--- config.mk ---
export PLATFORM = sky130hd
export DESIGN_NAME = child_node
export DESIGN_NICKNAME = d
export VERILOG_FILES = /design/src/verilog/ctrl_msg_pkg.sv /design/src/verilog/child_node.sv
export SDC_FILE = /design/constraint.sdc
export NUM_CORES = 1
export LEC_CHECK = 0
export BUFFER_PORTS_ARGS = -buffer_cell sky130_fd_sc_hd__buf_2
export CORE_MARGIN = 2
export CORE_UTILIZATION = 40
export DETAILED_ROUTE_END_ITERATION = 12
export PLACE_DENSITY = 0.68
export SYNTH_ARGS = -nofsm -noshare
export SYNTH_HDL_FRONTEND = slang
export SYNTH_SLANG_ARGS = --single-unit
--- constraint.sdc ---
create_clock -name clk -period 2.27 [get_ports clk]
set_clock_uncertainty 0.05 [all_clocks]
set_input_delay 0.454 -clock clk [delete_from_list [all_inputs] [get_ports clk]]
set_output_delay 0.454 -clock clk [all_outputs]
set_load 0.05 [all_outputs]
--- src/verilog/ctrl_msg_pkg.sv ---
package ctrl_msg_pkg;

    // header codes carried in bits 55:48
    localparam logic [7:0] header_initialize_decoding = 8'd1;
    localparam logic [7:0] header_set_boundaries      = 8'd2;
    localparam logic [7:0] header_decode_block        = 8'd3;
    localparam logic [7:0] header_reset_clock         = 8'd4;
    localparam logic [7:0] header_result              = 8'd5;
    localparam logic [7:0] header_latency             = 8'd6;

    // special destinations
    localparam logic [7:0] dest_root      = 8'h00;
    localparam logic [7:0] dest_broadcast = 8'hff;

    // root stages
    typedef enum logic [1:0] {
        stage_idle,
        stage_wait_results
    } stage_t;

    // command as sent from the CPU down the tree
    typedef struct packed {
        logic [7:0]  dest;
        logic [7:0]  header;
        logic [7:0]  boundary;
        logic [23:0] spare_hi;
        logic [7:0]  decode_cycles;
        logic [3:0]  spare_mid;
        logic        report_all;
        logic        wait_result;
        logic [1:0]  spare_lo;
    } cmd_view_t;

    // result or report travelling back up
    typedef struct packed {
        logic [7:0]  dest;
        logic [7:0]  header;
        logic [7:0]  source_id;
        logic [7:0]  boundary;
        logic [15:0] timestamp;
        logic [15:0] spare;
    } res_view_t;

    // one 64-bit control word, decoded by direction
    typedef union packed {
        cmd_view_t cmd;
        res_view_t res;
    } msg_word_u;

endpackage

--- src/verilog/child_node.sv ---
module child_node import ctrl_msg_pkg::*; #(
    parameter int child_id = 0
) (
    input  logic      clk,
    input  logic      reset,

    input  msg_word_u cmd_data,
    input  logic      cmd_valid,
    output logic      cmd_ready,

    output msg_word_u result_data,
    output logic      result_valid,
    input  logic      result_ready
);

    logic [15:0] timestamp;
    logic [15:0] remaining;
    logic [7:0]  boundary;
    logic        decoding;
    logic        cmd_fire;
    logic        done;

    // blocked while decoding or holding a result
    assign cmd_ready = !decoding && !result_valid;
    assign cmd_fire  = cmd_valid && cmd_ready;
    assign done      = decoding && (remaining == '0);

    // free running, cleared by reset_clock
    always_ff @(posedge clk) begin
        if (reset) begin
            timestamp <= '0;
        end else if (cmd_fire && cmd_data.cmd.header == header_reset_clock) begin
            timestamp <= '0;
        end else begin
            timestamp <= timestamp + 1'b1;
        end
    end

    always_ff @(posedge clk) begin
        if (reset) begin
            decoding     <= 1'b0;
            remaining    <= '0;
            boundary     <= '0;
            result_valid <= 1'b0;
        end else begin
            if (cmd_fire) begin
                case (cmd_data.cmd.header)
                    header_set_boundaries:      boundary <= cmd_data.cmd.boundary;
                    header_initialize_decoding: boundary <= '0;
                    header_decode_block: begin
                        // later children take longer
                        decoding  <= 1'b1;
                        remaining <= 16'(cmd_data.cmd.decode_cycles) + 16'(child_id);
                    end
                    default: ;
                endcase
            end
            if (done) begin
                decoding     <= 1'b0;
                result_valid <= 1'b1;
            end else if (decoding) begin
                remaining <= remaining - 1'b1;
            end
            if (result_valid && result_ready) begin
                result_valid <= 1'b0;
            end
        end
    end

    // result word latched at completion
    always_ff @(posedge clk) begin
        if (done) begin
            result_data.res <= '{
                dest:      dest_root,
                header:    header_result,
                source_id: 8'(child_id + 1),
                boundary:  boundary,
                timestamp: timestamp,
                spare:     16'h0000
            };
        end
    end

endmodule

==> results.sh <==
export IMPL_yosys_warnings=0
export IMPL_powerDensity_nw_per_um2=697.5
export IMPL_hold_viol_final=0
export IMPL_rrSetupSlack_ns=0.09
export IMPL_grt_overflow=0
export IMPL_wl_per_cell_um=13.22
export IMPL_p_seq_frac=0.461
export IMPL_synth_area_um2=3196
export IMPL_period_needed_ns=2.185
export IMPL_dpl_hpwl_mm=4.650
export IMPL_grt_pass1_vias=2189
export IMPL_grt_pass1_wl_mm=10.29
export IMPL_yosysMostFrequentCell="dfxtp_1"
export IMPL_placed_cells=477
export IMPL_required_ns=2.28
export IMPL_synth_flop_cell="dfxtp_1"
export IMPL_place_gp_congestion=0.7747
export IMPL_final_nets=458
export IMPL_grt_usage=0.1508
export IMPL_synth_top_area_frac=0.2631
export IMPL_cts_root_buf="clkbuf_8"
export IMPL_num_antenna_cells=0
export IMPL_fin_setup_tns_ns=0
export IMPL_drt_wl_total_mm=6.530
export IMPL_synth_largest_area_cell="dfxtp_1"
export IMPL_status="finished clean"
export IMPL_p_leak_nw=1.535
export IMPL_instances_no_fill=494
export IMPL_min_path_type="input pin to flip-flop"
export IMPL_clk_latency_ns=0.34
export IMPL_cts_setup_buffers=0
export IMPL_route_detailed_drc=0
export IMPL_clk_pin_slew_worst_paths_ns=0.08
export IMPL_p_int_mw=1.995
export IMPL_dr_pass1_iters=4
export IMPL_critPathCapture="result_data[32]"
export IMPL_combPwrFrac=0.081
export IMPL_fmax_mhz=457.7
export IMPL_port_buffers=53
export IMPL_vias_per_cell=4.990
export IMPL_antenna_found_initial=0
export IMPL_die_area_um2=8720
export IMPL_fin_crit_sh=0.9625
export IMPL_synth_cell_types=55
export IMPL_setup_viol_count_final=0
export IMPL_postPlaceCellArea_um2=3535
export IMPL_clkSinkCount=66
export IMPL_avgSynthCellArea_um2=10.05
export IMPL_vias=2465
export IMPL_stdcell_area_um2=3824
export IMPL_reg2reg_depth=6
export IMPL_num_rows=32
export IMPL_area_growth_pct=19.66
export IMPL_pwr_share_clk=0.458
export IMPL_cp_arrival_ns=2.19
export IMPL_ys_seq_elements=66
export IMPL_cap_violations=0
export IMPL_synth_edff_count=24
export IMPL_cts_inserted_buffers=9
export IMPL_synth_area_leaders="dfxtp_1 (26%), edfxtp_1 (23%), buf_4 (9.6%)"
export IMPL_initial_core_util=0.4135
export IMPL_reg2reg_to="result_data[32]"
export IMPL_grt_max_degree=25
export IMPL_drt_iter0_markers=85
export IMPL_seq_area_frac_synth=0.4886
export IMPL_clockBufferDepth=2
export IMPL_die_y_um=93.38
export IMPL_worstReg2RegStart="remaining[0]"
export IMPL_rsz0062_at_grt="no"
export IMPL_worstSetupPathType="flip-flop to flip-flop"
export IMPL_endpoint_kind="flip-flop"
export IMPL_p_sw_mw=0.6717
export IMPL_layout_drive_gt1_share=0.2704
export IMPL_slew_viol_final=0
export IMPL_crit_path_start="remaining[0]"
export IMPL_worst_setup_path_start_kind="flip-flop"
export IMPL_cts_tree="yes"
export IMPL_ys_top_cells_by_count="dfxtp_1 (42), buf_4 (41), edfxtp_1 (24), nor2_1 (24), nand3_1 (22)"
export IMPL_core_um2=7727
export IMPL_postRouteAntennaNets=0
export IMPL_p_sw_frac=0.2519
export IMPL_htree_levels=3
export IMPL_die_w_um=93.38
export IMPL_syn_inst=318
export IMPL_ioPinCount=134
export IMPL_cp_max_fo=12
export IMPL_async_flop_share=0
export IMPL_ir_drop_mv=0.3413
metrics by stage:
step	setup WS (ns)	hold slack [ns]	utilization	power (mW)
4_1_cts	0.06007	0.3015	0.4903	2.683
6_report	0.08508	0.3130	0.4948	2.667
5_1_grt	0.01140	0.3073	0.4948	2.744
3_3_place_gp	0.04624	0.3629	0.4574	1.469
3_5_place_dp	-0.01040	0.3656	0.4574	1.470
2_1_floorplan	0.02221	0.3581	-	1.485
repair_timing:
item                       in CTS  in global routing
pin swaps                       0                  1
hold buffers                    0                  0
setup endpoints to repair      24                 25
gates cloned                    0                  1
hold endpoints to repair        0                  0
resized for setup               1                  2
state kept, by name, indices dropped and copies added, names as in the netlist:
register and cells:
decoding 1, result_valid 1, result_data 24, remaining 16
timestamp 16, boundary 8
routing by layer:
metal | GRT usage | vias to the layer above | part of all wire | routed length [µm]
met2 | 0.2302 | 100 | 0.45 | 2943
met4 | 0.08211 | 0 | 0.018 | 115
met5 | 0 | - | 0 | 0
met3 | 0.03465 | 9 | 0.071 | 464
li1 | - | 1231 | - | -
met1 | 0.1975 | 1125 | 0.46 | 3007
power by group through the flow:
stage / sequential (mW) / combinational, mW / clock, mW
2_1_floorplan: 1.26 / 0.230 / 0
3_3_place_gp: 1.26 / 0.212 / 0
3_5_place_dp: 1.26 / 0.213 / 0
4_1_cts: 1.23 / 0.214 / 1.24
5_1_grt: 1.23 / 0.226 / 1.29
6_report: 1.23 / 0.215 / 1.22
worst min path at each step:
stage	from	endpoint	slack, ns	cells past startpoint
2_1_floorplan	boundary[0]	result_data[32]	0.36	0
3_3_place_gp	boundary[0]	result_data[32]	0.36	0
3_5_place_dp	boundary[7]	result_data[39]	0.37	0
4_1_cts	cmd_data[9]	remaining[1]	0.30	3
5_1_grt	cmd_data[9]	remaining[1]	0.31	3
6_report	cmd_data[9]	remaining[1]	0.31	3
area by class of cell:
type,count,area [µm²]
fill,737,3904
sequential,66,1562
multi-input combinational,229,1403
timing repair buffer,72,450.4
tap,102,127.6
clock buffer,9,123.9
clock inverter,7,123.9
inverter,9,33.78
worst max-delay path, stage by stage, from the launching register on:
cell	delay [ns]
dfxtp_1	0.33
inv_1	0.10
ha_1	0.19
or4b_4	0.52
nor4_4	0.30
and2_4	0.23
clkbuf_16	0.17
cells by family after synthesis:
family / after synthesis / share of synthesized area
simple gates: 124 / 0.2251
compound gates: 48 / 0.1112
other cells: 2 / 0.002350
flops: 66 / 0.4886
xor+xnor: 14 / 0.03837
buf+inv: 61 / 0.1226
fa+ha+maj: 3 / 0.01175
layout by cell type (no fill, tap or decap), types with 4 or more instances in the layout:
cell / n
buf_2: 53
dfxtp_1: 42
conb_1: 40
nor2_1: 24
edfxtp_1: 24
nand3_1: 22
a21oi_1: 20
nand2_1: 18
buf_4: 16
nand4_1: 10
xnor2_1: 10
clkbuf_8: 9
inv_1: 8
nor3_1: 8
or4_1: 6
nor4_1: 4
xor2_1: 4
o31ai_1: 4
o211ai_1: 4
No activity file was read; power rests on OpenSTA's default activity.
