===== config.mk =====
export PLATFORM = sky130hd
export DESIGN_NAME = root_controller
export DESIGN_NICKNAME = d
export VERILOG_FILES = /design/src/verilog/ctrl_msg_pkg.sv /design/src/verilog/root_controller.sv
export SDC_FILE = /design/constraint.sdc
export NUM_CORES = 1
export LEC_CHECK = 0
export BUFFER_PORTS_ARGS = -buffer_cell sky130_fd_sc_hd__buf_2
export CAP_MARGIN = 30
export CORE_ASPECT_RATIO = 0.5
export CORE_MARGIN = 2
export CORE_UTILIZATION = 40
export CTS_CLUSTER_SIZE = 14
export DETAILED_ROUTE_END_ITERATION = 16
export PLACE_DENSITY = 0.78
export SYNTH_ARGS = -nofsm -noshare
export SYNTH_HDL_FRONTEND = slang
export SYNTH_SLANG_ARGS = --single-unit

===== constraint.sdc =====
create_clock -name clk -period 6.9 [get_ports clk]
set_input_delay 0.69 -clock clk [delete_from_list [all_inputs] [get_ports clk]]
set_output_delay 0.69 -clock clk [all_outputs]
set_load 0.02 [all_outputs]

===== src/verilog/ctrl_msg_pkg.sv =====
package ctrl_msg_pkg;

    // header codes carried in bits 55:48
    localparam logic [7:0] header_initialize_decoding = 8'd1;
    localparam logic [7:0] header_set_boundaries      = 8'd2;
    localparam logic [7:0] header_decode_block        = 8'd3;
    localparam logic [7:0] header_reset_clock         = 8'd4;
    localparam logic [7:0] header_result              = 8'd5;
    localparam logic [7:0] header_latency             = 8'd6;

    // special destinations
    localparam logic [7:0] dest_root      = 8'h00;
    localparam logic [7:0] dest_broadcast = 8'hff;

    // root stages
    typedef enum logic [1:0] {
        stage_idle,
        stage_wait_results
    } stage_t;

    // command as sent from the CPU down the tree
    typedef struct packed {
        logic [7:0]  dest;
        logic [7:0]  header;
        logic [7:0]  boundary;
        logic [23:0] spare_hi;
        logic [7:0]  decode_cycles;
        logic [3:0]  spare_mid;
        logic        report_all;
        logic        wait_result;
        logic [1:0]  spare_lo;
    } cmd_view_t;

    // result or report travelling back up
    typedef struct packed {
        logic [7:0]  dest;
        logic [7:0]  header;
        logic [7:0]  source_id;
        logic [7:0]  boundary;
        logic [15:0] timestamp;
        logic [15:0] spare;
    } res_view_t;

    // one 64-bit control word, decoded by direction
    typedef union packed {
        cmd_view_t cmd;
        res_view_t res;
    } msg_word_u;

endpackage


===== src/verilog/root_controller.sv =====
module root_controller import ctrl_msg_pkg::*; #(
    parameter int num_children = 4
) (
    input  logic      clk,
    input  logic      reset,

    input  msg_word_u cpu_in_data,
    input  logic      cpu_in_valid,
    output logic      cpu_in_ready,

    output msg_word_u cpu_out_data,
    output logic      cpu_out_valid,
    input  logic      cpu_out_ready,

    output msg_word_u down_data,
    output logic      down_valid,
    input  logic      down_ready,

    input  msg_word_u up_data,
    input  logic      up_valid,
    output logic      up_ready,

    input  logic      router_busy
);

    localparam int count_w = $clog2(num_children + 1);

    stage_t             stage;
    logic               report_all;
    logic [count_w-1:0] result_count;
    logic [15:0]        first_ts;
    logic [15:0]        latency_q;
    logic               busy_q;

    logic               forward;
    logic               cpu_in_fire;
    logic               up_fire;
    logic               all_collected;
    logic [15:0]        first_sel;
    logic [15:0]        span;

    assign cpu_in_fire   = cpu_in_valid && cpu_in_ready;
    assign up_fire       = up_valid && up_ready;
    assign all_collected = (result_count == count_w'(num_children));

    // one result may be both first and last with a single child
    assign first_sel = (result_count == '0) ? up_data.res.timestamp : first_ts;
    assign span      = up_data.res.timestamp - first_sel;

    // router busy goes through one register before use
    always_ff @(posedge clk) begin
        if (reset) begin
            busy_q <= 1'b0;
        end else begin
            busy_q <= router_busy;
        end
    end

    always_ff @(posedge clk) begin
        if (reset) begin
            stage        <= stage_idle;
            report_all   <= 1'b0;
            result_count <= '0;
        end else begin
            case (stage)
                stage_idle: begin
                    result_count <= '0;
                    if (cpu_in_fire && cpu_in_data.cmd.dest == dest_root &&
                        cpu_in_data.cmd.header == header_decode_block) begin
                        report_all <= cpu_in_data.cmd.report_all;
                        if (cpu_in_data.cmd.wait_result) begin
                            stage <= stage_wait_results;
                        end
                    end
                end
                stage_wait_results: begin
                    if (up_fire) begin
                        result_count <= result_count + 1'b1;
                    end else if (all_collected && cpu_out_ready) begin
                        // report taken by the CPU
                        result_count <= '0;
                        stage        <= stage_idle;
                    end
                end
                default: begin
                    stage <= stage_idle;
                end
            endcase
        end
    end

    // timestamps of first and last result
    always_ff @(posedge clk) begin
        if (stage == stage_wait_results && up_fire) begin
            if (result_count == '0) begin
                first_ts <= up_data.res.timestamp;
            end
            if (result_count == count_w'(num_children - 1)) begin
                latency_q <= span;
            end
        end
    end

    // cpu to children, root commands become broadcasts
    always_comb begin
        down_data = cpu_in_data;
        forward   = 1'b1;
        if (cpu_in_data.cmd.dest == dest_root) begin
            case (cpu_in_data.cmd.header)
                header_initialize_decoding,
                header_decode_block,
                header_reset_clock: begin
                    down_data.cmd.dest = dest_broadcast;
                end
                header_set_boundaries: begin
                    forward = 1'b1;
                end
                default: begin
                    // unknown root command is swallowed
                    forward = 1'b0;
                end
            endcase
        end
    end

    assign cpu_in_ready = (stage == stage_idle) && down_ready && !busy_q;
    assign down_valid   = cpu_in_fire && forward;

    // children to cpu
    always_comb begin
        cpu_out_data  = up_data;
        cpu_out_valid = 1'b0;
        up_ready      = 1'b0;
        if (stage == stage_wait_results) begin
            if (all_collected) begin
                cpu_out_data.res = '{
                    dest:      dest_root,
                    header:    header_latency,
                    source_id: 8'h80,
                    boundary:  8'h00,
                    timestamp: 16'h0000,
                    spare:     latency_q
                };
                cpu_out_valid = 1'b1;
            end else if (report_all) begin
                cpu_out_valid = up_valid;
                up_ready      = cpu_out_ready;
            end else begin
                // drain silently
                up_ready = 1'b1;
            end
        end
    end

    a_out_hold: assert property (@(posedge clk) disable iff (reset)
        cpu_out_valid && !cpu_out_ready |=> cpu_out_valid);

    a_count_limit: assert property (@(posedge clk) disable iff (reset)
        result_count <= count_w'(num_children));

endmodule

==> metrics.yaml, run 1 <==
ctsHoldBuffers: 0
critPathCaptureType: "flip-flop"
synthSimpleGateAreaFrac: 0.260
synth-adder-area-share: 0.0565
seqPwrFrac: 0.386
die_w_um: 141
grt_use_total: 0.194
core-area_um2: 8890
ys_seq_elements: 38
die-area_um2: 10200
initial_core_util: 0.421
nFillCells: 831
wl_per_cell_um: 15.7
layout-drive-gt1-share: 0.395
dpl.hpwl_mm: 8.80
power_mw: 0.653
met3_usage: 0.0389
rsz0062_at_grt: "no"
antenna_found_initial: 0
clk_latency_ns: 0.28
totalWireLength_mm: 10.5
grt_pass1_vias: 3043
powerDensity_nw_per_um2: 148
worstPathMaxFanout: 32
vias: 3418
leakagePower_nw: 2.01
vias_per_cell: 5.11
dr.first_iter.drc_count: 214
dp_worst_setup_slack_ns: 3.23
multi_input_area_um2: 2060
antenna_left: 0
cts_tree: "done"
p_int_mw: 0.464
final_util: 0.497
post-cts-setup-buffers: 0
drcViolationCount: 0
synthDistinctLibCells: 60
cts_buffers: 5
synthArstFlopShare: 0
outcome: "complete, no violations"
period_needed_ns: 3.79
place_congestion: 0.869
synth_xor_area_frac: 0.0398
syn_nets: 589
p_comb_frac: 0.283
clock-sinks: 38
cp.required_ns: 6.93
avgSynthCellArea_um2: 8.47
hold_violations: 0
cap_violations: 0
diodes: 0
grt_overflow: 0
rows: 24
nNetsFinal: 698
layout_common_cells: "buf_2 (174), and2_1 (48), nand2_1 (39)"
ys_seq_area_frac: 0.289
yosys_most_used_dff: "edfxtp_1"
pwr-share-clk: 0.331
die_h_um: 72.4
grt_pass1_wl_mm: 15.9
syn2layout_area_growth_pct: 18.1
finalCritPeriodShare: 0.549
max_clock_freq_mhz: 264
start_kind: "flip-flop"
synth_compound_area_frac: 0.131
syn_inst: 442
grt_max_degree: 57
synth_top_family_by_area: "simple AND/OR/NAND/NOR gates"
synthMuxAreaShare: 0.0615
grt_use_met1: 0.250
hp-class: "flip-flop to flip-flop"
drv_slew: 0
seqCellArea_um2: 1080
cp_data_arrival_time_ns: 3.82
worstMarginPinSlew_ns: 0.893
switchingPower_mw: 0.189
use_met2: 0.340
syn-cell-area_um2: 3740
setup_ws_ns: 3.11
ir_worst_vdd_uv: 105
dr.pass1.iters: 7
clk_pin_slew_worst_paths_ns: 0.06
r2r_setup_slack_ns: 3.11
io_pins: 267
synth_enable_flop_cells: 32
cts.repair.resized: 0
clock_tree.buffer_depth: 2
portBuffers: 174
max-slew-margin-rel: 0.399
layout_commonest_cell: "buf_2"
ys_warn_count: 0
finalSetupTns_ns: 0
grt_busiest_layer: "met2"
cts.htree.levels: 2
setup_viol: 0
clockRootBuffer: "clkbuf_16"
worst-setup-path-type: "flip-flop to flip-flop"
switching_share: 0.290
skew_ns: 0.00654
-- Yosys cell counts (3+ instances only) --
library cell,number,share of area
buf_4,58,0.12
and3_1,4,0.0067
nand3_1,8,0.011
mux2i_1,5,0.013
or4_1,3,0.0060
o21ai_0,16,0.021
o21bai_1,3,0.0060
a21oi_1,20,0.027
nor3_1,10,0.013
nand4_1,3,0.0050
a211oi_1,5,0.010
a31oi_1,6,0.010
nand3b_1,3,0.0060
nand2b_1,13,0.022
maj3_2,3,0.0090
xnor2_1,9,0.021
mux2_2,16,0.048
dfxtp_1,6,0.032
inv_1,27,0.027
nor2_1,10,0.010
nor2b_1,12,0.020
buf_2,4,0.0053
and2_1,48,0.080
edfxtp_1,32,0.26
clkbuf_1,10,0.010
or2_2,8,0.013
nor4_1,4,0.0067
ha_1,11,0.037
xor2_1,8,0.019
nand2_1,39,0.039
-- per-layer routing --
metal  wire (um)  vias up
li1            -     1691
met1        4280     1528
met2        5010      184
met3        1080       15
met4         136        0
met5           0        -
-- critical path: stages, from the launching register on --
cell and delay, ns:
dfxtp_1 0.33, inv_1 0.08, ha_1 0.29, and2b_2 0.60, mux2i_1 0.37, ha_1 0.32, a21oi_1 0.21, nand2_1 0.14
a211oi_1 0.37, a21oi_1 0.16, or4_1 0.48, and3_1 0.17
-- power groups by stage --
stage	clock (mW)	sequential, mW	combinational, mW
2_1_floorplan	0	0.257	0.158
3_3_place_gp	0	0.257	0.180
3_5_place_dp	0	0.257	0.183
4_1_cts	0.218	0.252	0.184
5_1_grt	0.228	0.252	0.201
6_report	0.216	0.252	0.185
-- flip-flops by register name, summed over array words and instances, names as in the netlist --
| register | count |
|---|---|
| first_ts | 16 |
| latency_q | 16 |
| result_count | 3 |
| busy_q | 1 |
| report_all | 1 |
| stage | 1 |
-- metrics by stage --
step                instance area [um2]  instances  hold slack, ns
floorplan                          3740        442           0.444
global route                       4420        669           0.503
CTS                                4420        669           0.483
global placement                   4260        660           0.472
detailed placement                 4280        661           0.475
finish                             4420        669           0.483
-- worst paths after layout --
kind	startpoint	endpoint	depth (start not counted)
max	result_count[0]	latency_q[13]	11
min	report_all	report_all	2
max reg2reg	result_count[0]	latency_q[13]	11
min reg2reg	report_all	report_all	2
-- logic make-up (layout without fill, tap and decap cells) --
family	Yosys count	after routing
fa+ha+maj	17	17
buf+inv	101	211
compound gates	74	74
xor+xnor	17	17
simple gates	174	174
mux	21	21
flops	38	38
-- area by class of cell --
class                           instances  share of cell area
Sequential cell                        38               0.245
Multi-Input combinational cell        303               0.466
Tap cell                              117              0.0331
Clock inverter                          2             0.00198
Inverter                               28              0.0238
Clock buffer                            6              0.0292
Timing Repair Buffer                  175               0.202
(Power assumes the default switching activity.)
==> inputs of run 2 (changes only) <==
Clock period 6.9 ns to 3.9 ns, I/O delays scaled along.
==> metrics.yaml, run 2 (synthesis results as in run 1) <==
syn2layout_area_growth_pct: 17.9
grt_pass1_vias: 3121  # +2.6%
grt_overflow: 0  # unchanged
clock-sinks: 38  # unchanged
nNetsFinal: 699  # +0.14%
rsz0062_at_grt: "no"
grt_max_degree: 66  # +16%
place_congestion: 0.938  # +7.9%
m1WireLength_mm: 4.32  # +1.1%
grt_pass1_wl_mm: 16.0  # +0.87%
worstPathMaxFanout: 9  # -72%
layout_common_cells: "buf_2 (174), and2_1 (48), nand2_1 (39)"
grt_use_total: 0.196  # +0.00173
antenna_found_initial: 0  # unchanged
clockRootBuffer: "clkbuf_16"
rows: 24  # unchanged
top_layer: "met4"
whs_ns: 0.329  # -0.153 ns
post-cts-setup-buffers: 0  # unchanged
cts_tree: "done"
rr_endpoint: "latency_q[13]"
io_pins: 267  # unchanged
skew_ns: 0.00477  # -0.00178 ns
r2r-start: "result_count[0]"
dr.first_iter.drc_count: 274  # +28%
powerDensity_nw_per_um2: 262  # +77%
placed_cell_area_um2: 4280  # -0.12%
die_h_um: 72.4  # unchanged
worstMarginPinSlew_ns: 0.826  # -0.0669 ns
timing.critical_path.from: "result_count[0]"
met3_length_mm: 1.02  # -5.7%
start_kind: "flip-flop"
r2r_cells: 11  # unchanged
hold_violations: 0  # unchanged
initial_core_util: 0.421  # unchanged
max_clock_freq_mhz: 296  # +12%
clk_latency_ns: 0.28  # about the same
setup_viol: 0  # unchanged
hold_depth: 2  # unchanged
largestRegisters: "first_ts: 16 flops, latency_q: 16 flops, result_count: 3 flops"
crit_end: "latency_q[13]"
critPathCaptureType: "flip-flop"
outcome: "complete, no violations"
r2r_setup_slack_ns: 0.52  # -2.59 ns
dr.pass1.iters: 5  # -2
wl_per_cell_um: 15.8  # +0.75%
cp_data_arrival_time_ns: 3.41  # -0.41 ns
diodes: 0  # unchanged
ir_worst_vdd_uv: 175  # +66%
dr_wl_met2_mm: 5.11  # +2.1%
finalCritPeriodShare: 0.866  # +0.316
cts.htree.levels: 2  # unchanged
dpl.hpwl_mm: 8.76  # -0.47%
die_w_um: 141  # unchanged
period_needed_ns: 3.38  # -0.413 ns
ctsHoldBuffers: 0  # unchanged
leakagePower_nw: 2.00  # -0.27%
finalSetupTns_ns: 0  # unchanged
vias_per_cell: 5.19  # +1.5%
nFillCells: 841  # +1.2%
cts.repair.resized: 0  # unchanged
worst-setup-path-type: "flip-flop to flip-flop"
drcViolationCount: 0  # unchanged
clk_pin_slew_worst_paths_ns: 0.05  # about the same
die-area_um2: 10200  # unchanged
portBuffers: 174  # unchanged
cap_violations: 0  # unchanged
vias: 3474  # +1.6%
layout-drive-gt1-share: 0.394  # -0.000714
cp.required_ns: 3.93  # -3.00 ns
cts_buffers: 5  # unchanged
fin_area_um2: 4410  # -0.14%
max-slew-margin-rel: 0.444  # +0.0450
clock_tree.buffer_depth: 2  # unchanged
drv_slew: 0  # unchanged
layout_commonest_cell: "buf_2"
core-area_um2: 8890  # unchanged
totalWireLength_mm: 10.6  # +0.90%
hp-class: "primary input to flip-flop"
antenna_left: 0  # unchanged
==> run 2: cell types whose count changed in the layout (fill, tap and decap cells not counted), sizes merged <==
cell / delta
buf: +1
clkbuf: +2
clkinv: -2
==> run 2: critical path, stage by stage, from the launching register on <==
cell and delay, ns:
dfxtp_1 0.32, inv_1 0.08, ha_1 0.32, and2b_2 0.32, mux2i_1 0.32, ha_1 0.32, a21oi_1 0.22, nand2_1 0.12
a211oi_1 0.30, a21oi_1 0.15, or4_1 0.48, and3_1 0.17
==> run 2: layer usage <==
layer,GRT usage,vias up
met4,0.0478,0
met1,0.251,1580
met5,0,-
met2,0.341,183
li1,-,1695
met3,0.0442,16
==> run 2: area by class of cell <==
cell class / count / area, um2 / share of cell area
Multi-Input combinational cell: 303 / 2060 / 0.466
Sequential cell: 38 / 1080 / 0.245
Timing Repair Buffer: 176 / 886 / 0.201
Tap cell: 117 / 146 / 0.0332
Clock buffer: 8 / 136 / 0.0309
Inverter: 28 / 105 / 0.0238
==> run 2: worst min path at each step <==
stage / startpoint / to / slack [ns]
2_1_floorplan: report_all / report_all / 0.44
3_3_place_gp: result_count[0] / result_count[0] / 0.47
3_5_place_dp: report_all / report_all / 0.48
4_1_cts: router_busy / busy_q / 0.33
5_1_grt: router_busy / busy_q / 0.35
6_report: router_busy / busy_q / 0.33
==> run 2: power by group <==
group	switching, mW	leakage, nW	internal (mW)
Combinational	0.186	1.60	0.141
Sequential	0.000133	0.336	0.447
Clock	0.143	0.0652	0.237
Total	0.329	2.00	0.825
==> run 2: per-stage QoR <==
step | total power, mW | cells | utilization | worst slack [ns]
after floorplan | 0.734 | 442 | - | 0.400
after global placement | 0.773 | 662 | 0.481 | 0.684
after detailed placement | 0.779 | 662 | 0.481 | 0.556
after CTS | 1.16 | 670 | 0.496 | 0.546
after global routing | 1.21 | 670 | 0.496 | 0.263
final | 1.15 | 670 | 0.496 | 0.524
